### src/jacobian_pkg.sv
//----------------------------------------------------------------------------
// fixed-point widths, buffer and column structs, CORDIC constants
//----------------------------------------------------------------------------
`default_nettype none

package jacobian_pkg;

	// binary angle, a full turn is 2^16
	typedef logic [15:0] angle_t;

	// sine or cosine, Q1.14
	typedef logic signed [15:0] trig_t;

	// link length, unsigned Q8.8
	typedef logic [15:0] length_t;

	// jacobian entry, Q8.8
	typedef logic signed [23:0] jac_t;

	typedef logic [1:0] joint_idx_t; // up to 4 joints

	// one trig term per link, producer to consumer
	typedef struct packed {
		joint_idx_t idx;
		logic       last; // final link of the job
		trig_t      sin_v;
		trig_t      cos_v;
	} trig_term_t;

	// one output column
	typedef struct packed {
		joint_idx_t idx;
		jac_t       dx;
		jac_t       dy;
	} jac_col_t;

	localparam int CORDIC_ITERS = 14;

	localparam trig_t CORDIC_GAIN_INV = 16'sd9949; // 0.60725

	// atan(2^-i) in binary-angle units
	localparam angle_t CORDIC_ATAN [0:13] = '{
		16'd8192, 16'd4836, 16'd2555, 16'd1297,
		16'd651,  16'd326,  16'd163,  16'd81,
		16'd41,   16'd20,   16'd10,   16'd5,
		16'd3,    16'd1
	};

endpackage

`default_nettype wire
### src/planar_jacobian_top.sv
//----------------------------------------------------------------------------
// planar arm jacobian: phase producer, term FIFO, accumulator
//----------------------------------------------------------------------------
`default_nettype none

module planar_jacobian_top #(
	parameter int NUM_JOINTS = 3,
	parameter int FIFO_DEPTH = 2
) (
	input  logic                                    clk,
	input  logic                                    rst_n,
	input  logic                                    start,
	input  jacobian_pkg::angle_t [NUM_JOINTS-1:0]   theta,
	input  jacobian_pkg::length_t [NUM_JOINTS-1:0]  link_len,
	output logic                                    busy,
	output logic                                    col_valid,
	output jacobian_pkg::jac_col_t                  col,
	output logic                                    done
);

	import jacobian_pkg::*;

	logic        job_start;
	logic        push;
	logic        pop;
	logic        full;
	logic        empty;
	trig_term_t  term;
	trig_term_t  head;

	link_phase_unit #(
		.NUM_JOINTS (NUM_JOINTS)
	) u_phase (
		.clk       (clk),
		.rst_n     (rst_n),
		.start     (start),
		.theta     (theta),
		.full      (full),
		.busy      (busy),
		.job_start (job_start),
		.push      (push),
		.term      (term),
		.last_col  (done)      // busy ends with column 0
	);

	term_fifo #(
		.DEPTH (FIFO_DEPTH)
	) u_fifo (
		.clk     (clk),
		.rst_n   (rst_n),
		.push    (push),
		.pop     (pop),
		.term_in (term),
		.head    (head),
		.full    (full),
		.empty   (empty)
	);

	jacobian_accumulator #(
		.NUM_JOINTS (NUM_JOINTS)
	) u_acc (
		.clk       (clk),
		.rst_n     (rst_n),
		.job_start (job_start),
		.link_len  (link_len),
		.empty     (empty),
		.head      (head),
		.pop       (pop),
		.col_valid (col_valid),
		.done      (done),
		.col       (col)
	);

endmodule

`default_nettype wire

### src/jacobian_accumulator.sv
//----------------------------------------------------------------------------
// consumer: scales trig terms by link lengths, emits suffix-sum columns
//----------------------------------------------------------------------------
`default_nettype none

module jacobian_accumulator #(
	parameter int NUM_JOINTS = 3
) (
	input  logic                                    clk,
	input  logic                                    rst_n,
	input  logic                                    job_start,
	input  jacobian_pkg::length_t [NUM_JOINTS-1:0]  link_len,
	input  logic                                    empty,
	input  jacobian_pkg::trig_term_t                head,
	output logic                                    pop,
	output logic                                    col_valid,
	output logic                                    done,
	output jacobian_pkg::jac_col_t                  col
);

	import jacobian_pkg::*;

	typedef enum logic [1:0] {
		s_idle,
		s_scale_sin,
		s_scale_cos,
		s_emit
	} state_t;

	state_t                    state;
	length_t [NUM_JOINTS-1:0]  len_q;
	jac_t                      ps [NUM_JOINTS]; // scaled sines
	jac_t                      pc [NUM_JOINTS]; // scaled cosines
	joint_idx_t                k;               // column being emitted
	jac_t                      sum_s;
	jac_t                      sum_c;
	jac_t                      nxt_s;
	jac_t                      nxt_c;
	length_t                   mul_a;
	trig_t                     mul_b;
	logic signed [32:0]        prod;
	jac_t                      scaled;

	// single shared multiplier, sine first then cosine
	assign mul_a  = len_q[head.idx];
	assign mul_b  = (state == s_scale_cos) ? head.cos_v : head.sin_v;
	assign prod   = $signed({1'b0, mul_a}) * mul_b;
	assign scaled = jac_t'(prod >>> 14); // Q8.8

	assign pop = (state == s_scale_cos); // head consumed on cosine cycle

	assign nxt_s = sum_s + ps[k];
	assign nxt_c = sum_c + pc[k];

	assign col_valid = (state == s_emit);
	assign done      = (state == s_emit) && (k == '0);

	always_comb begin
		col     = '0;
		col.idx = k;
		col.dx  = -nxt_s;
		col.dy  = nxt_c;
	end

	always_ff @(posedge clk or negedge rst_n) begin
		if (!rst_n) begin
			state <= s_idle;
			k     <= '0;
		end else begin
			case (state)
				s_idle: begin
					if (job_start)
						state <= s_scale_sin;
				end
				s_scale_sin: begin
					if (!empty)
						state <= s_scale_cos;
				end
				s_scale_cos: begin
					if (head.last) begin
						state <= s_emit;
						k     <= joint_idx_t'(NUM_JOINTS - 1);
					end else begin
						state <= s_scale_sin;
					end
				end
				default: begin
					if (k == '0)
						state <= s_idle;
					else
						k <= k - 1'b1;
				end
			endcase
		end
	end

	always_ff @(posedge clk) begin
		if (job_start)
			len_q <= link_len;
		if (state == s_scale_sin && !empty)
			ps[head.idx] <= scaled;
		if (state == s_scale_cos) begin
			pc[head.idx] <= scaled;
			sum_s        <= '0; // clear before the suffix walk
			sum_c        <= '0;
		end else if (state == s_emit) begin
			sum_s <= nxt_s;
			sum_c <= nxt_c;
		end
	end

endmodule

`default_nettype wire

### src/term_fifo.sv
//----------------------------------------------------------------------------
// synchronous first-word-fall-through FIFO of trig terms
//----------------------------------------------------------------------------
`default_nettype none

module term_fifo #(
	parameter int DEPTH = 2
) (
	input  logic                      clk,
	input  logic                      rst_n,
	input  logic                      push,
	input  logic                      pop,
	input  jacobian_pkg::trig_term_t  term_in,
	output jacobian_pkg::trig_term_t  head,
	output logic                      full,
	output logic                      empty
);

	import jacobian_pkg::*;

	localparam int AW = (DEPTH > 1) ? $clog2(DEPTH) : 1;
	localparam int CW = $clog2(DEPTH + 1);

	trig_term_t     mem [DEPTH];
	logic [AW-1:0]  wptr;
	logic [AW-1:0]  rptr;
	logic [CW-1:0]  count;
	logic           wr_en;
	logic           rd_en;

	assign wr_en = push && !full;
	assign rd_en = pop && !empty;

	assign full  = (count == CW'(DEPTH));
	assign empty = (count == '0);
	assign head  = mem[rptr]; // valid whenever not empty

	always_ff @(posedge clk or negedge rst_n) begin
		if (!rst_n) begin
			wptr  <= '0;
			rptr  <= '0;
			count <= '0;
		end else begin
			if (wr_en)
				wptr <= (wptr == AW'(DEPTH - 1)) ? '0 : wptr + 1'b1;
			if (rd_en)
				rptr <= (rptr == AW'(DEPTH - 1)) ? '0 : rptr + 1'b1;
			if (wr_en && !rd_en)
				count <= count + 1'b1;
			else if (rd_en && !wr_en)
				count <= count - 1'b1;
		end
	end

	always_ff @(posedge clk) begin
		if (wr_en)
			mem[wptr] <= term_in;
	end

endmodule

`default_nettype wire

### src/link_phase_unit.sv
//----------------------------------------------------------------------------
// producer: cumulative link angles, one CORDIC per link, trig term push
//----------------------------------------------------------------------------
`default_nettype none

module link_phase_unit #(
	parameter int NUM_JOINTS = 3
) (
	input  logic                                    clk,
	input  logic                                    rst_n,
	input  logic                                    start,
	input  jacobian_pkg::angle_t [NUM_JOINTS-1:0]   theta,
	input  logic                                    full,
	output logic                                    busy,
	output logic                                    job_start,
	output logic                                    push,
	output jacobian_pkg::trig_term_t                term,
	input  logic                                    last_col
);

	import jacobian_pkg::*;

	typedef enum logic [1:0] {
		s_idle,
		s_accumulate,
		s_rotate,
		s_emit
	} state_t;

	state_t                   state;
	angle_t [NUM_JOINTS-1:0]  theta_q;
	angle_t                   phase;   // running link angle
	joint_idx_t               idx;
	logic                     go;
	logic                     ready;
	trig_t                    sin_w;
	trig_t                    cos_w;
	logic                     is_last;

	assign job_start = start && !busy;
	assign is_last   = (idx == joint_idx_t'(NUM_JOINTS - 1));
	assign push      = (state == s_emit) && !full;

	always_ff @(posedge clk or negedge rst_n) begin
		if (!rst_n) begin
			state <= s_idle;
			busy  <= 1'b0;
			go    <= 1'b0;
			idx   <= '0;
		end else begin
			go <= (state == s_accumulate); // pulse on first rotate cycle
			if (job_start)
				busy <= 1'b1;
			else if (last_col)
				busy <= 1'b0; // consumer emitted column 0
			case (state)
				s_idle: begin
					if (job_start) begin
						state <= s_accumulate;
						idx   <= '0;
					end
				end
				s_accumulate: state <= s_rotate;
				s_rotate: begin
					if (ready)
						state <= s_emit;
				end
				default: begin
					if (push) begin
						if (is_last) begin
							state <= s_idle;
						end else begin
							idx   <= idx + 1'b1;
							state <= s_accumulate;
						end
					end
				end
			endcase
		end
	end

	always_ff @(posedge clk) begin
		if (job_start) begin
			theta_q <= theta;
			phase   <= '0;
		end else if (state == s_accumulate) begin
			phase <= phase + theta_q[idx]; // wraps modulo a turn
		end
	end

	cordic_sincos #(
		.ITERS (CORDIC_ITERS)
	) u_cordic (
		.clk   (clk),
		.rst_n (rst_n),
		.go    (go),
		.angle (phase),
		.ready (ready),
		.sin_v (sin_w),
		.cos_v (cos_w)
	);

	// cordic outputs hold until the next go
	always_comb begin
		term       = '0;
		term.idx   = idx;
		term.last  = is_last;
		term.sin_v = sin_w;
		term.cos_v = cos_w;
	end

endmodule

`default_nettype wire

### src/cordic_sincos.sv
//----------------------------------------------------------------------------
// iterative rotation-mode CORDIC, sine and cosine of one binary angle
//----------------------------------------------------------------------------
`default_nettype none

module cordic_sincos #(
	parameter int ITERS = jacobian_pkg::CORDIC_ITERS
) (
	input  logic                  clk,
	input  logic                  rst_n,
	input  logic                  go,
	input  jacobian_pkg::angle_t  angle,
	output logic                  ready,
	output jacobian_pkg::trig_t   sin_v,
	output jacobian_pkg::trig_t   cos_v
);

	import jacobian_pkg::*;

	localparam int IW = $clog2(ITERS);

	typedef enum logic [1:0] {
		s_idle,
		s_iterate,
		s_finish
	} state_t;

	state_t          state;
	logic [IW-1:0]   it;    // iteration index
	trig_t           x;
	trig_t           y;
	logic signed [15:0] z;  // residual angle
	trig_t           x_sh;
	trig_t           y_sh;
	logic            left_half;

	assign left_half = angle[15] ^ angle[14]; // quadrants 1 and 2

	assign x_sh = x >>> it;
	assign y_sh = y >>> it;

	always_ff @(posedge clk or negedge rst_n) begin
		if (!rst_n) begin
			state <= s_idle;
			it    <= '0;
		end else begin
			case (state)
				s_idle: begin
					if (go) begin
						state <= s_iterate;
						it    <= '0;
					end
				end
				s_iterate: begin
					if (it == IW'(ITERS - 1))
						state <= s_finish;
					else
						it <= it + 1'b1;
				end
				default: state <= s_idle; // finish lasts one cycle
			endcase
		end
	end

	always_ff @(posedge clk) begin
		if (state == s_idle && go) begin
			y <= '0;
			if (left_half) begin
				// pre-rotate by half a turn
				x <= -CORDIC_GAIN_INV;
				z <= angle - 16'h8000;
			end else begin
				x <= CORDIC_GAIN_INV;
				z <= angle;
			end
		end else if (state == s_iterate) begin
			if (!z[15]) begin
				x <= x - y_sh;
				y <= y + x_sh;
				z <= z - CORDIC_ATAN[it];
			end else begin
				x <= x + y_sh;
				y <= y - x_sh;
				z <= z + CORDIC_ATAN[it];
			end
		end
	end

	assign ready = (state == s_finish);
	assign sin_v = y;
	assign cos_v = x;

endmodule

`default_nettype wire

### config.mk
export PLATFORM = sky130hd
export DESIGN_NAME = planar_jacobian_top
export DESIGN_NICKNAME = d
export VERILOG_FILES = /design/src/jacobian_pkg.sv /design/src/planar_jacobian_top.sv /design/src/jacobian_accumulator.sv /design/src/term_fifo.sv /design/src/link_phase_unit.sv /design/src/cordic_sincos.sv
export SDC_FILE = /design/constraint.sdc
export NUM_CORES = 1
export LEC_CHECK = 0
export BUFFER_PORTS_ARGS = -buffer_cell sky130_fd_sc_hd__buf_2
export CORE_MARGIN = 5
export CORE_UTILIZATION = 45
export CTS_CLUSTER_DIAMETER = 100
export DETAILED_ROUTE_END_ITERATION = 8
export PLACE_DENSITY = 0.62
export SYNTH_ARGS = -nofsm -noshare
export SYNTH_HDL_FRONTEND = slang
export SYNTH_SLANG_ARGS = --single-unit
export TNS_END_PERCENT = 50
### constraint.sdc
create_clock -name clk -period 11.4 [get_ports clk]
set_clock_uncertainty 0.15 [all_clocks]
set_input_delay 1.71 -clock clk [delete_from_list [all_inputs] [get_ports clk]]
set_output_delay 1.71 -clock clk [all_outputs]
set_load 0.05 [all_outputs]
[Word-level counts from Yosys, hierarchy flattened]
Memory sizes are Yosys's and may differ from the RTL's.
Index checks and enable logic that the tools add are counted.
Storage, ports and cells
  register bits after elaboration: 228
  memory bits (writable): 214
  memory bits (read-only): 256
  bits of input ports: 99
  output and inout bits: 53
  logic and storage cells: 160
  memories kept: 4
Cells by class
  $add $sub $neg: 18
  multiply operators: 1
  order comparisons: 3
  equality and inequality tests: 21
  shifts and indexed selects: 2
  mux-type cells: 50
  bitwise operators: 4
  reductions and logical operators: 34
Memory list
  (name not given): words 16, width 16, rd ports 1, clocked after memory_dff 0, write ports 0, line cordic_sincos.sv:84  | z <= z + CORDIC_ATAN[it];
  u_acc.pc: words 3, width 24, rd ports 1, clocked after memory_dff 0, write ports 1, line jacobian_accumulator.sv:33  | jac_t pc [NUM_JOINTS];
  u_acc.ps: words 3, width 24, rd ports 1, clocked after memory_dff 0, write ports 1, line jacobian_accumulator.sv:32  | jac_t ps [NUM_JOINTS];
  u_fifo.mem: words 2, width 35, rd ports 1, clocked after memory_dff 0, write ports 1, line term_fifo.sv:24  | trig_term_t mem [DEPTH];
Operators with widths (number)
  $mux W16: 14
  $add A16 B16 Y16: 4
  $bmux W16 S2: 2
  $add A24 B24 Y24: 2
  $sub A16 B16 Y16: 3
  $mul A17 B16 Y33: 1
  $sshr A16 B4 Y16: 2
  $mux W2: 15
  $neg A24 Y24: 1
  $ne A2 B2 Y1 const B: 8
  $sub A16 B16 Y16 const B: 1
  $eq A2 B2 Y1 const B: 7
  $pmux W2 S2: 3
  $pmux W2 S3: 2
  $reduce_and A3 Y1: 4
  $mux W1: 11
  $logic_not A2 Y1: 5
  $reduce_bool A2 Y1: 5
  $logic_and A1 B1 Y1: 9
  $mux W4: 2
  $pmux W4 S2: 1
  $reduce_bool A4 Y1: 2
  $eq A2 B1 Y1 const B: 3
  $lt A2 B3 Y1 const B: 2
  14 further kinds: 24

[Longest topological paths before layout]
Gate-level depths: netlist of the first run.
  depth in word-level cells: 8
  depth in mapped cells: 32

[Modules after synthesis]
Synthesis of the first run repeated with hierarchy kept, for this count alone.
Second synthesis, totals
  cells, all modules: 3057
  area, all modules: 32015.7 um2
By module, submodules not included
  jacobian_accumulator: instances 1, cells each 1897, area an instance 19145.9 um2
  cordic_sincos: instances 1, cells each 747, area an instance 6628.9 um2
  link_phase_unit: instances 1, cells each 285, area an instance 3368.2 um2
  term_fifo: instances 1, cells each 128, area an instance 2872.8 um2

[Worst setup path before layout of the first run]
OpenSTA, ideal clock, no wires.
  path kind: register -> register
  start point: memory u_fifo.mem[1][33] (netlist name)
  end point: memory u_acc.pc[0][22] (netlist name), data pin
  library setup time: 0.283 ns
  arrival: 7.489 ns
  required time: 10.967 ns
  path slack: 3.478 ns
  stages on the path, launching flop included: 27
  path buffers: 2
  cell sequence: edfxtp_1 > mux2i_1 > clkbuf_1 > mux2i_1 > o21ai_0 > clkbuf_1 > nand2_1 > fa_1 > fa_1 > inv_1 > fa_1 > fa_1 > inv_1 > fa_1 > fa_1 > inv_1 > ha_1 > a21o_1 > a21o_1 > a21oi_1 > o21bai_1 > a21oi_1 > a21bo_2 > a311o_1 > a2111o_1 > a31oi_1 > xnor2_1
On the way
  cells in the longest elaborated chain, start to end: 4
Ends and longest elaborated chain
  from (decl): line term_fifo.sv:24
  $mem_v2 Z2 W35
  $bmux W16 S2: line jacobian_accumulator.sv:45  | assign mul_a = len_q[head.idx];
  $mux W16 (implied by the code): line jacobian_accumulator.sv:45
  $mul A17 B16 Y33: line jacobian_accumulator.sv:47  | assign prod = $signed({1'b0, mul_a}) * mul_b;
  named net u_acc.prod[32]: line jacobian_accumulator.sv:41  | logic signed [32:0] prod;
  to (decl): line jacobian_accumulator.sv:33
The timed path passes the listed nets, and every way through them passes these cells. The select of a mux whose other input is x is not followed.

[Final worst setup path of the first run]
  start point: register u_fifo.rptr
  end point: memory u_acc.ps[0][22] (netlist name), data pin
On the way
  cells in the longest elaborated chain, start to end: 4
  elaborated cells on any way between the ends: 5
Ends and longest elaborated chain
  from (decl): line term_fifo.sv:26  | logic [AW-1:0] rptr;
  from (signal assigned): line term_fifo.sv:47  | rptr <= (rptr == AW'(DEPTH - 1)) ? '0 : rptr + 1'b1;
  $mem_v2 Z2 W35 (*)
  $bmux W16 S2: line jacobian_accumulator.sv:45
  $mux W16 (implied by the code): line jacobian_accumulator.sv:45
  $mul A17 B16 Y33 (*): line jacobian_accumulator.sv:47
  named net u_acc.prod[32]: line jacobian_accumulator.sv:41
  to (decl): line jacobian_accumulator.sv:32
The timed path passes the listed nets; every way through them passes the cells marked *. The select of a mux whose other input is x is not followed.

==> results of run 1 <==
-- how the worst max path moves through the flow --
stage / start / endpoint / slack (ps) / cells past startpoint
after global routing: u_fifo.rptr / u_acc.ps[0][22] / 2390 / 28
after floorplan: u_fifo.mem[1][33] / u_acc.pc[0][22] / 3480 / 26
after CTS: u_fifo.rptr / u_acc.ps[0][22] / 2920 / 26
final: u_fifo.rptr / u_acc.ps[0][22] / 2850 / 26
after global placement: u_fifo.rptr / u_acc.pc[2][22] / 3150 / 25
after detailed placement: u_fifo.rptr / u_acc.pc[1][22] / 2900 / 25
-- stage by stage --
stage	area (um^2)	instances	setup WS (ps)	hold slack, ps
floorplan	31200	3038	3480	289
finish	34600	4135	2850	327
global route	34600	4135	2390	351
detailed placement	33000	4049	2900	309
CTS	34600	4135	2920	327
global placement	33000	4049	3150	306
-- report_power, final --
group          leakage (nW)  internal [mW]  total (mW)  switching, mW
logic                  10.4         0.0116      0.0183        0.00670
registers              3.66           1.60        1.60              0
clock network         0.764          0.896        1.54          0.647
-- worst max-delay path: stages (launching register included) --
cell	delay, ps
dfrtp_1	330
buf_4	300
mux2i_2	270
buf_4	320
mux2i_1	150
o21ai_1	770
nand2_1	170
fa_1	530
fa_1	470
fa_1	540
inv_1	40
ha_1	280
fa_1	500
inv_1	60
fa_1	470
inv_1	40
ha_1	310
a21o_1	170
a21o_1	180
a21oi_1	190
o311ai_1	150
a41o_1	330
a21bo_2	270
a311o_1	390
a2111o_1	450
a31oi_1	210
xnor2_1	250
-- final cells by class --
cell class              instances  area, um^2  area share
well taps                     931        1160      0.0337
clock buffers                  55        1230      0.0354
clock inverters                31         372      0.0107
inverters                     317        1190      0.0345
multi-input cells            2194       18100       0.523
flip-flops and latches        412       11500       0.332
repair buffers                195        1090      0.0314
-- metal layers --
| layer | GRT usage | vias to the layer above | part of all wire |
|---|---|---|---|
| met5 | 0 | - | 0.00015 |
| met4 | 0.0661 | 2 | 0.032 |
| met3 | 0.0288 | 156 | 0.049 |
| met2 | 0.361 | 641 | 0.50 |
| met1 | 0.270 | 11200 | 0.42 |
| li1 | - | 10900 | - |
-- flip-flops by register name (all words and copies together), names as in the netlist, 2 cells and up --
signal,flops
u_phase.u_cordic.state,2
u_acc.k,2
u_phase.phase,16
u_phase.theta_q,48
u_acc.len_q,48
u_acc.ps,57
u_acc.state,2
u_phase.idx,2
u_acc.sum_s,24
u_phase.u_cordic.sin_v,16
u_phase.u_cordic.it,4
u_phase.u_cordic.z,16
u_fifo.mem,70
u_phase.u_cordic.cos_v,16
u_acc.sum_c,24
u_acc.pc,57
u_fifo.count,2
u_phase.state,2
-- Yosys cell counts (8+ instances only) --
library cell  count
o211ai_1         11
dfxtp_1          80
nand2b_1         32
and2_1           46
nand4_1          11
or2_2             8
dfrtp_1          20
nor3_1           48
a21o_1           52
o21a_1           32
inv_1           310
buf_1            14
o21bai_1         20
ha_1            241
o31ai_1           8
a31o_2            8
and3_1           10
a22o_1           33
mux2i_1          96
o21ai_0         140
mux2_2           11
edfxtp_1        312
o21ai_1          27
nor2b_1          46
a211oi_1         17
xnor2_1          99
nand3_1          60
a21oi_1         138
xor2_1           67
nor2_1          209
clkbuf_1         93
mux4_2           37
a31oi_1          26
nand2_1         344
fa_1            199
o2bb2ai_1        10
-- cell families (layout without fill, tap and decap cells) --
group	count (synthesis)	in the layout	share of synthesized area
xor+xnor	166	166	0.0466
fa+ha+maj	440	440	0.225
flops	412	412	0.368
mux	146	146	0.0622
compound gates	582	582	0.119
simple gates	860	860	0.126
buf+inv	432	598	0.0528
==> results.txt, run 1 <==
----------------------------------------------------
[Run status]
  Result of the run ... finished clean

[Timing]
  Final clock period utilization by the worst path ... 0.750
  Final Setup Violations ... 0
  Worst slew margin relative to its limit ... 0.222
  Clock period minus final worst setup slack ... 8550 ps
  Final Hold Viols ... 0
  RSZ-0062 raised after global routing ... false
  Slew at the pin closest to its max-slew limit ... 1160 ps
  Max Clock Freq ... 0.117 GHz
  Setup TNS ... 0 ps
  Max Slew Vio Count ... 0

[Critical path]
  Launching point of the worst reg2reg path ... u_fifo.rptr
  Required time of the critical path ... 11610 ps
  Worst Path Class, Setup ... flop to flop
  Worst setup slack for register-to-register paths ... 2850 ps
  Crit. End Element ... flop
  Largest fanout of any net on the critical path ... 29
  Arr. time, crit path ... 8760 ps
  Crit path launch type ... flop
  Cells on worst reg2reg path ... 26
  Capturing point of the worst reg2reg path ... u_acc.ps[0][22]

[Synthesis]
  Synth Flop Type ... edfxtp_1
  Portion of synthesized cell area occupied by the leading cell type ... 0.301
  Synthesis-stage register bit count ... 412
  Asr flop ratio synth ... 0.0485
  Synth area leaders ... edfxtp_1, fa_1, ha_1, dfxtp_1, nand2_1
  Yosys warning total ... 0
  Post-synthesis cell type with the largest combined area ... edfxtp_1
  Sequential area share after synthesis ... 0.368
  Mean cell area of the mapped netlist ... 10.3 um^2
  Number of standard cells after synthesis ... 3038
  Number of unique standard cell types used by synthesis ... 81
  Total standard cell area after synthesis ... 0.0312 mm^2
  EDFF count, synth ... 312
  Number of nets in the synthesized netlist ... 3577

[Cells and area]
  Growth of design area from synthesis to finish ... 11.0%
  Final nets ... 3706
  Post-layout util ... 0.504
  Fillers ... 6201
  Most common library cell in the layout ignoring fill and taps ... nand2_1
  Antenna diode instance count ... 0
  Commonest cells after routing, fill and taps aside ... nand2_1, edfxtp_1, inv_1
  Ratio of cells with drive above 1 in the final layout ... 0.110

[Floorplan]
  Overall die height ... 273 um
  Total I/O pin count ... 152
  Initial Util ... 0.454
  Total Die Area ... 0.0746 mm^2
  Number of core rows ... 96
  Die Span X ... 273 um
  Area inside the core boundary ... 0.0687 mm^2

[Clock network]
  Root Buffer Master ... clkbuf_16
  Count of cells resized by post-cts repair ... 0
  Total of hold buffers inserted after clock tree synthesis ... 0
  Postcts setup bufs ... 0
  CTS H-tree depth ... 2
  Deepest clock path buffer count ... 3
  CTS clk-pin slew, worst paths ... 60 ps
  Clock Sink Count ... 412
  Worst-skew pair later-pin latency ... 610 ps
  TritonCTS clock tree ... yes
  Inserted Clock Buffers ... 47

[Detailed routing]
  Total via count after detailed routing ... 22900
  Initial drt markers ... 1737
  Mean routed wirelength per cell ... 19.0 um
  Via density per instance ... 5.54
  Antenna violation net count after detailed routing ... 0
  DRC Markers ... 0
  First-pass iteration count of the detailed router ... 5
  Final wirelength ... 78600 um

[Worst hold path]
  Worst Hold Depth ... 1
  Worst hold start ... u_acc.sum_s[19]
  Class of the tightest hold or removal check ... flop to flop
  Worst-case hold path end point ... u_acc.sum_s[19]

[Power and ir drop]
  Peak supply drop ... 0.0000970 V
  Power density over cell area ... 91.4 mW/mm^2
  Total leakage power ... 14.8 nW
  Final Power ... 3.16 mW

[Global route]
  Maximum number of pins on one net before global-route repair ... 78
  Number of antenna violations at the first check in global routing ... 3
  GRT Total Usage ... 0.208
  Global-route wire length before repair ... 125000 um
  Via count of the first global-routing pass ... 23500
  Grt total ovfl ... 0

[Placement]
  Hpwl dp ... 58900 um
  Port Buffers ... 151
  Placer Congestion ... 0.910

[Job]
  Max Cap Violations ... 0

----------------------------------------------------
Note: power is estimated with default switching activity, not from simulation.
==> run 2: changes to the inputs <==
--- a/config.mk
+++ b/config.mk
@@ -5,12 +5,13 @@
 export SDC_FILE = /design/constraint.sdc
 export NUM_CORES = 1
 export LEC_CHECK = 0
+export ABC_AREA = 1
 export BUFFER_PORTS_ARGS = -buffer_cell sky130_fd_sc_hd__buf_2
 export CORE_MARGIN = 5
 export CORE_UTILIZATION = 45
 export CTS_CLUSTER_DIAMETER = 100
 export DETAILED_ROUTE_END_ITERATION = 8
-export PLACE_DENSITY = 0.62
+export PLACE_DENSITY = 0.61
 export SYNTH_ARGS = -nofsm -noshare
 export SYNTH_HDL_FRONTEND = slang
 export SYNTH_SLANG_ARGS = --single-unit
==> constraint.sdc (replaced) <==
create_clock -name clk -period 8.6 [get_ports clk]
set_clock_uncertainty 0.15 [all_clocks]
set_input_delay 1.29 -clock clk [delete_from_list [all_inputs] [get_ports clk]]
set_output_delay 1.29 -clock clk [all_outputs]
set_load 0.05 [all_outputs]
==> results.txt, run 2 <==
----------------------------------------------------
[Synthesis]
  Synth Flop Type ... edfxtp_1 (unchanged)
  Number of unique standard cell types used by synthesis ... 72 (was 81)
  Most instantiated cells after synthesis ... nand2_1, inv_1, nor2_1 (was nand2_1, edfxtp_1, inv_1)
  Top-count cell post-synth ... nand2_1 (unchanged)
  Post-synthesis cell type with the largest combined area ... edfxtp_1 (unchanged)
  Synthesis-stage register bit count ... 412 (unchanged)
  Number of standard cells after synthesis ... 3785 (was 3038)
  Mean cell area of the mapped netlist ... 8.57 um^2 (was 10.3 um^2)
  Portion of synthesized cell area occupied by the leading cell type ... 0.289 (was 0.301)
  Yosys warning total ... 0 (unchanged)
  EDFF count, synth ... 312 (unchanged)
  Asr flop ratio synth ... 0.0485 (unchanged)
  Number of nets in the synthesized netlist ... 4324 (was 3577)
  Total standard cell area after synthesis ... 0.0324 mm^2 (was 0.0312 mm^2)
  Sequential area share after synthesis ... 0.354 (was 0.368)
  Synth area leaders ... edfxtp_1, fa_1, nand2_1, ha_1, inv_1 (was edfxtp_1, fa_1, ha_1, dfxtp_1, nand2_1)

[Cells and area]
  Multi-input combinational cell area ... 0.0184 mm^2 (was 0.0181 mm^2)
  Top register by number of flip-flops ... u_fifo.mem (unchanged)
  Number of flip-flops under the largest register name ... 70 (unchanged)
  Commonest cells after routing, fill and taps aside ... nand2_1, inv_1, nor2_1 (was nand2_1, edfxtp_1, inv_1)
  Register area ... 0.0115 mm^2 (about the same)
  Largest registers in the final layout ... u_fifo.mem (70), u_acc.pc (57), u_acc.ps (57) (unchanged)
  Growth of design area from synthesis to finish ... 10.8% (was 11.0%)
  Fillers ... 6736 (was 6201)
  Final nets ... 4473 (was 3706)
  Ratio of cells with drive above 1 in the final layout ... 0.115 (was 0.110)
  Most common library cell in the layout ignoring fill and taps ... nand2_1 (unchanged)
  Non-filler instance count after layout ... 4923 (was 4135)

[Global route]
  Grt total ovfl ... 0 (unchanged)
  GRT Total Usage ... 0.222 (was 0.208)
  Number of antenna violations at the first check in global routing ... 4 (was 3)
  Via count of the first global-routing pass ... 26200 (was 23500)
  Global-route wire length before repair ... 139000 um (was 125000 um)
  Maximum number of pins on one net before global-route repair ... 68 (was 78)

[Floorplan]
  Area inside the core boundary ... 0.0715 mm^2 (was 0.0687 mm^2)
  Number of core rows ... 98 (was 96)
  Total I/O pin count ... 152 (unchanged)
  Initial Util ... 0.454 (about the same)
  Die Span X ... 279 um (was 273 um)
  Total Die Area ... 0.0776 mm^2 (was 0.0746 mm^2)
  Overall die height ... 279 um (was 273 um)

[Clock network]
  Deepest clock path buffer count ... 3 (unchanged)
  Root Buffer Master ... clkbuf_16 (unchanged)
  Postcts setup bufs ... 0 (unchanged)
  Clock Sink Count ... 412 (unchanged)
  Count of cells resized by post-cts repair ... 0 (unchanged)
  Inserted Clock Buffers ... 46 (was 47)
  CTS H-tree depth ... 2 (unchanged)
  TritonCTS clock tree ... yes (unchanged)
  Total of hold buffers inserted after clock tree synthesis ... 0 (unchanged)
  CTS clk-pin slew, worst paths ... 60 ps (about the same)
  Worst-skew pair later-pin latency ... 600 ps (was 610 ps)

[Detailed routing]
  Mean routed wirelength per cell ... 17.7 um (was 19.0 um)
  Initial drt markers ... 1805 (was 1737)
  Total via count after detailed routing ... 25600 (was 22900)
  First-pass iteration count of the detailed router ... 5 (unchanged)
  Final wirelength ... 86900 um (was 78600 um)
  Antenna violation net count after detailed routing ... 0 (unchanged)
  DRC Markers ... 0 (unchanged)
  Via density per instance ... 5.21 (was 5.54)

[Timing]
  Final Hold Viols ... 0 (unchanged)
  Final clock period utilization by the worst path ... 0.927 (was 0.750)
  Slew at the pin closest to its max-slew limit ... 1040 ps (was 1160 ps)
  Clock period minus final worst setup slack ... 7970 ps (was 8550 ps)
  Setup TNS ... 0 ps (unchanged)
  Max Slew Vio Count ... 0 (unchanged)
  Max Clock Freq ... 0.125 GHz (was 0.117 GHz)
  Final Setup Violations ... 0 (unchanged)
  RSZ-0062 raised after global routing ... false (unchanged)
  Worst slack on hold paths ... 315 ps (was 327 ps)
  Post-route worst setup slack ... 626 ps (was 2850 ps)
  Worst slew margin relative to its limit ... 0.306 (was 0.222)

[Critical path]
  Crit path launch type ... flop (unchanged)
  Required time of the critical path ... 8790 ps (was 11610 ps)
  Worst setup slack for register-to-register paths ... 630 ps (was 2850 ps)
  Crit. End Element ... flop (unchanged)
  Largest fanout of any net on the critical path ... 35 (was 29)
  Arr. time, crit path ... 8160 ps (was 8760 ps)
  Worst Path Class, Setup ... flop to flop (unchanged)

[Job]
  Max Cap Violations ... 0 (unchanged)

[Placement]
  Placer Congestion ... 0.952 (was 0.910)
  Placed cell count ... 4836 (was 4049)
  Post-placement worst setup slack ... 750 ps (was 2900 ps)
  Port Buffers ... 151 (unchanged)
  Hpwl dp ... 66500 um (was 58900 um)

[Run status]
  Result of the run ... finished clean (unchanged)

[Worst hold path]
  Class of the tightest hold or removal check ... flop to flop (unchanged)

----------------------------------------------------
==> run 2: cell families after synthesis <==
group                    synth area share
flip-flops                          0.354
adder cells (fa/ha/maj)             0.216
AO/OA/AOI/OAI                       0.113
buffers and inverters              0.0804
AND/OR/NAND/NOR                     0.196
multiplexers                      0.00189
XOR/XNOR                           0.0396
==> run 2: worst paths after layout <==
check	start	end	cells past startpoint
max in group asynchronous	rst_n	u_fifo.rptr	1
min	u_acc.sum_s[13]	u_acc.sum_s[13]	2
min in group asynchronous	rst_n	u_phase.busy	1
max reg2reg	u_fifo.rptr	u_acc.ps[2][14]	27
max	u_fifo.rptr	u_acc.ps[2][14]	27
min reg2reg	u_acc.sum_s[13]	u_acc.sum_s[13]	2
==> run 2: routing by layer <==
metal | track usage | vias to the layer above | wire, um
met3 | 0.0298 | 151 | 4310
li1 | - | 12700 | -
met1 | 0.284 | 12200 | 37000
met4 | 0.0639 | 2 | 2620
met2 | 0.394 | 626 | 43000
met5 | 0 | - | 13
==> run 2: area by class of cell <==
class,count,share of cell area
repair buffers,204,0.0321
clock inverters,24,0.00978
inverters,556,0.0585
well taps,950,0.0331
flip-flops and latches,412,0.319
diodes,2,0.000139
clock buffers,61,0.0357
multi-input cells,2714,0.512
==> run 2: worst max-delay path, stage by stage, from the launching register on <==
cell and delay (ps):
dfrtp_1 440, inv_4 80, buf_4 290, nand2_1 80
o21ai_1 140, nand2_1 200, o221ai_2 680, clkinv_1 570
nand2_1 200, fa_1 420, inv_1 80, fa_1 450
fa_1 580, fa_1 440, fa_1 490, inv_1 50
fa_1 470, inv_1 70, ha_1 370, a21oi_1 230
inv_1 60, a31oi_1 250, nor2_1 70, a311oi_1 200
o21ai_1 160, nand3_1 100, nand2_1 70, xor2_1 350
==> run 2: per-stage QoR <==
step           utilization  instance area (um^2)
2_1_floorplan            -                 32400
3_3_place_gp         0.480                 34300
3_5_place_dp         0.480                 34300
4_1_cts              0.503                 35900
5_1_grt              0.503                 35900
6_report             0.503                 35900
Power of run 2 is left out: the tool's default activity adds up to more than one toggle a clock period on the data nets, which glitch-free logic cannot reach.
==> run 3: changes to the inputs <==
--- a/config.mk
+++ b/config.mk
@@ -7,11 +7,13 @@
 export LEC_CHECK = 0
 export ABC_AREA = 1
 export BUFFER_PORTS_ARGS = -buffer_cell sky130_fd_sc_hd__buf_2
+export CELL_PAD_IN_SITES_DETAIL_PLACEMENT = 0
+export CELL_PAD_IN_SITES_GLOBAL_PLACEMENT = 1
 export CORE_MARGIN = 5
 export CORE_UTILIZATION = 45
 export CTS_CLUSTER_DIAMETER = 100
 export DETAILED_ROUTE_END_ITERATION = 8
-export PLACE_DENSITY = 0.61
+export PLACE_DENSITY = 0.77
 export SYNTH_ARGS = -nofsm -noshare
 export SYNTH_HDL_FRONTEND = slang
 export SYNTH_SLANG_ARGS = --single-unit
==> results.txt, run 3 (same netlist as run 2, synthesis figures left out) <==
----------------------------------------------------
[Run status]
  Result of the run ... finished clean (unchanged)

[Clock network]
  Deepest clock path buffer count ... 3 (unchanged)
  Count of cells resized by post-cts repair ... 0 (unchanged)
  Inserted Clock Buffers ... 49 (was 46)
  Worst-skew pair later-pin latency ... 600 ps (about the same)
  Postcts setup bufs ... 0 (unchanged)
  Total of hold buffers inserted after clock tree synthesis ... 0 (unchanged)
  Clock Sink Count ... 412 (unchanged)
  TritonCTS clock tree ... yes (unchanged)
  Root Buffer Master ... clkbuf_16 (unchanged)
  CTS clk-pin slew, worst paths ... 60 ps (about the same)
  CTS H-tree depth ... 2 (unchanged)

[Floorplan]
  Total Die Area ... 0.0776 mm^2 (unchanged)
  Number of core rows ... 98 (unchanged)
  Die Span X ... 279 um (unchanged)
  Initial Util ... 0.454 (unchanged)
  Total I/O pin count ... 152 (unchanged)
  Area inside the core boundary ... 0.0715 mm^2 (unchanged)
  Overall die height ... 279 um (unchanged)

[Global route]
  Maximum number of pins on one net before global-route repair ... 62 (was 68)
  GRT Total Usage ... 0.230 (was 0.222)
  Grt total ovfl ... 0 (unchanged)
  Number of antenna violations at the first check in global routing ... 2 (was 4)
  Global-route wire length before repair ... 142000 um (was 139000 um)
  Via count of the first global-routing pass ... 26100 (was 26200)

[Timing]
  Final Setup Violations ... 0 (unchanged)
  Max Clock Freq ... 0.124 GHz (was 0.125 GHz)
  Setup TNS ... 0 ps (unchanged)
  Worst slack on hold paths ... 306 ps (was 315 ps)
  Worst slew margin relative to its limit ... 0.303 (was 0.306)
  Max Slew Vio Count ... 0 (unchanged)
  Slew at the pin closest to its max-slew limit ... 1040 ps (about the same)
  Clock period minus final worst setup slack ... 8090 ps (was 7970 ps)
  Final clock period utilization by the worst path ... 0.940 (was 0.927)
  RSZ-0062 raised after global routing ... false (unchanged)
  Final Hold Viols ... 0 (unchanged)

[Placement]
  Port Buffers ... 151 (unchanged)
  Hpwl dp ... 69100 um (was 66500 um)
  Placer Congestion ... 0.961 (was 0.952)

[Detailed routing]
  Initial drt markers ... 1666 (was 1805)
  Total via count after detailed routing ... 25800 (was 25600)
  Final wirelength ... 90200 um (was 86900 um)
  DRC Markers ... 0 (unchanged)
  Mean routed wirelength per cell ... 18.3 um (was 17.7 um)
  First-pass iteration count of the detailed router ... 7 (was 5)
  Antenna violation net count after detailed routing ... 0 (unchanged)
  Via density per instance ... 5.23 (was 5.21)

[Critical path]
  Worst Path Class, Setup ... flop to flop (unchanged)
  Buffers and inverters on the worst path ... 7 (unchanged)
  Crit path launch type ... flop (unchanged)
  Gate family responsible for the most delay along the worst path ... adder cells (unchanged)
  Arr. time, crit path ... 8270 ps (was 8160 ps)
  Largest fanout of any net on the critical path ... 34 (was 35)
  Largest stage delay on the critical path ... 800 ps (was 680 ps)
  Crit. End Element ... flop (unchanged)
  Required time of the critical path ... 8780 ps (was 8790 ps)
  Critical-path cell with the highest stage delay ... a32oi_1 (was o221ai_2)
  Cell type with the highest occurrence count on the critical path ... fa_1 (unchanged)

[Cells and area]
  Commonest cells after routing, fill and taps aside ... nand2_1, inv_1, nor2_1 (unchanged)
  Top register by number of flip-flops ... u_fifo.mem (unchanged)
  Ratio of cells with drive above 1 in the final layout ... 0.117 (was 0.115)
  Fillers ... 6931 (was 6736)
  Most common library cell in the layout ignoring fill and taps ... nand2_1 (unchanged)
  Post-layout util ... 0.504 (was 0.503)
  Final nets ... 4476 (was 4473)
  Largest registers in the final layout ... u_fifo.mem (70), u_acc.pc (57), u_acc.ps (57) (unchanged)
  Growth of design area from synthesis to finish ... 10.9% (was 10.8%)
  Number of flip-flops under the largest register name ... 70 (unchanged)

[Worst hold path]
  Class of the tightest hold or removal check ... flop to flop (unchanged)

[Job]
  Max Cap Violations ... 0 (unchanged)

----------------------------------------------------
==> run 3: changes by cell type in the layout (fill, tap and decap cells not counted), sizes merged <==
cell      previous run  this run
clkinv              29        33
clkbuf              61        60
clkinvlp             2         6
diode                2         1
inv                543       544
bufinv               6         5
==> run 3: final cells by class <==
| cell class | instances | area, um^2 | area share |
|---|---|---|---|
| multi-input combinational | 2714 | 18400 | 0.511 |
| clock inverter | 32 | 385 | 0.0107 |
| tap | 950 | 1190 | 0.0330 |
| antenna | 1 | 2.50 | 0.0000695 |
| sequential | 412 | 11500 | 0.319 |
| inverter | 556 | 2100 | 0.0584 |
| clock buffer | 60 | 1300 | 0.0360 |
| timing repair buffer | 204 | 1150 | 0.0321 |
==> run 3: path summary, 6_finish.rpt <==
| check | to | slack [ps] | cells after the start | start |
|---|---|---|---|---|
| max in group asynchronous | u_fifo.wptr | 7320 | 1 | rst_n |
| min | u_acc.sum_s[13] | 310 | 2 | u_acc.sum_s[13] |
| min reg2reg | u_acc.sum_s[13] | 310 | 2 | u_acc.sum_s[13] |
| max | u_acc.ps[2][14] | 510 | 25 | u_fifo.rptr |
| max reg2reg | u_acc.ps[2][14] | 510 | 25 | u_fifo.rptr |
| min in group asynchronous | u_phase.u_cordic.it[3] | 570 | 1 | rst_n |
==> run 3: per-stage QoR <==
| stage | setup slack (ps) | cell area, um^2 | std cells |
|---|---|---|---|
| floorplan | 1940 | 32400 | 3785 |
| global placement | 761 | 34300 | 4836 |
| detailed placement | 665 | 34300 | 4836 |
| CTS | 643 | 36000 | 4928 |
| global route | 171 | 36000 | 4929 |
| finish | 513 | 36000 | 4929 |
==> run 3: metal layers <==
layer  vias to the layer above  share of wire  track usage
li1                      12700              -            -
met1                     12300           0.43        0.299
met2                       599           0.49        0.400
met3                       139          0.054       0.0360
met4                         0          0.029       0.0636
met5                         -              0            0
==> run 3: worst reg2reg max path, delay by kind of cell, from the launching register on <==
kind | cells | cell delay, ps
XOR/XNOR | 1 | 390
buffers and inverters | 7 | 1070
adder cells (fa/ha/maj) | 7 | 3370
flip-flops | 1 | 470
AO/OA/AOI/OAI | 5 | 1620
AND/OR/NAND/NOR | 5 | 770
Power of run 3 is left out for the same reason.
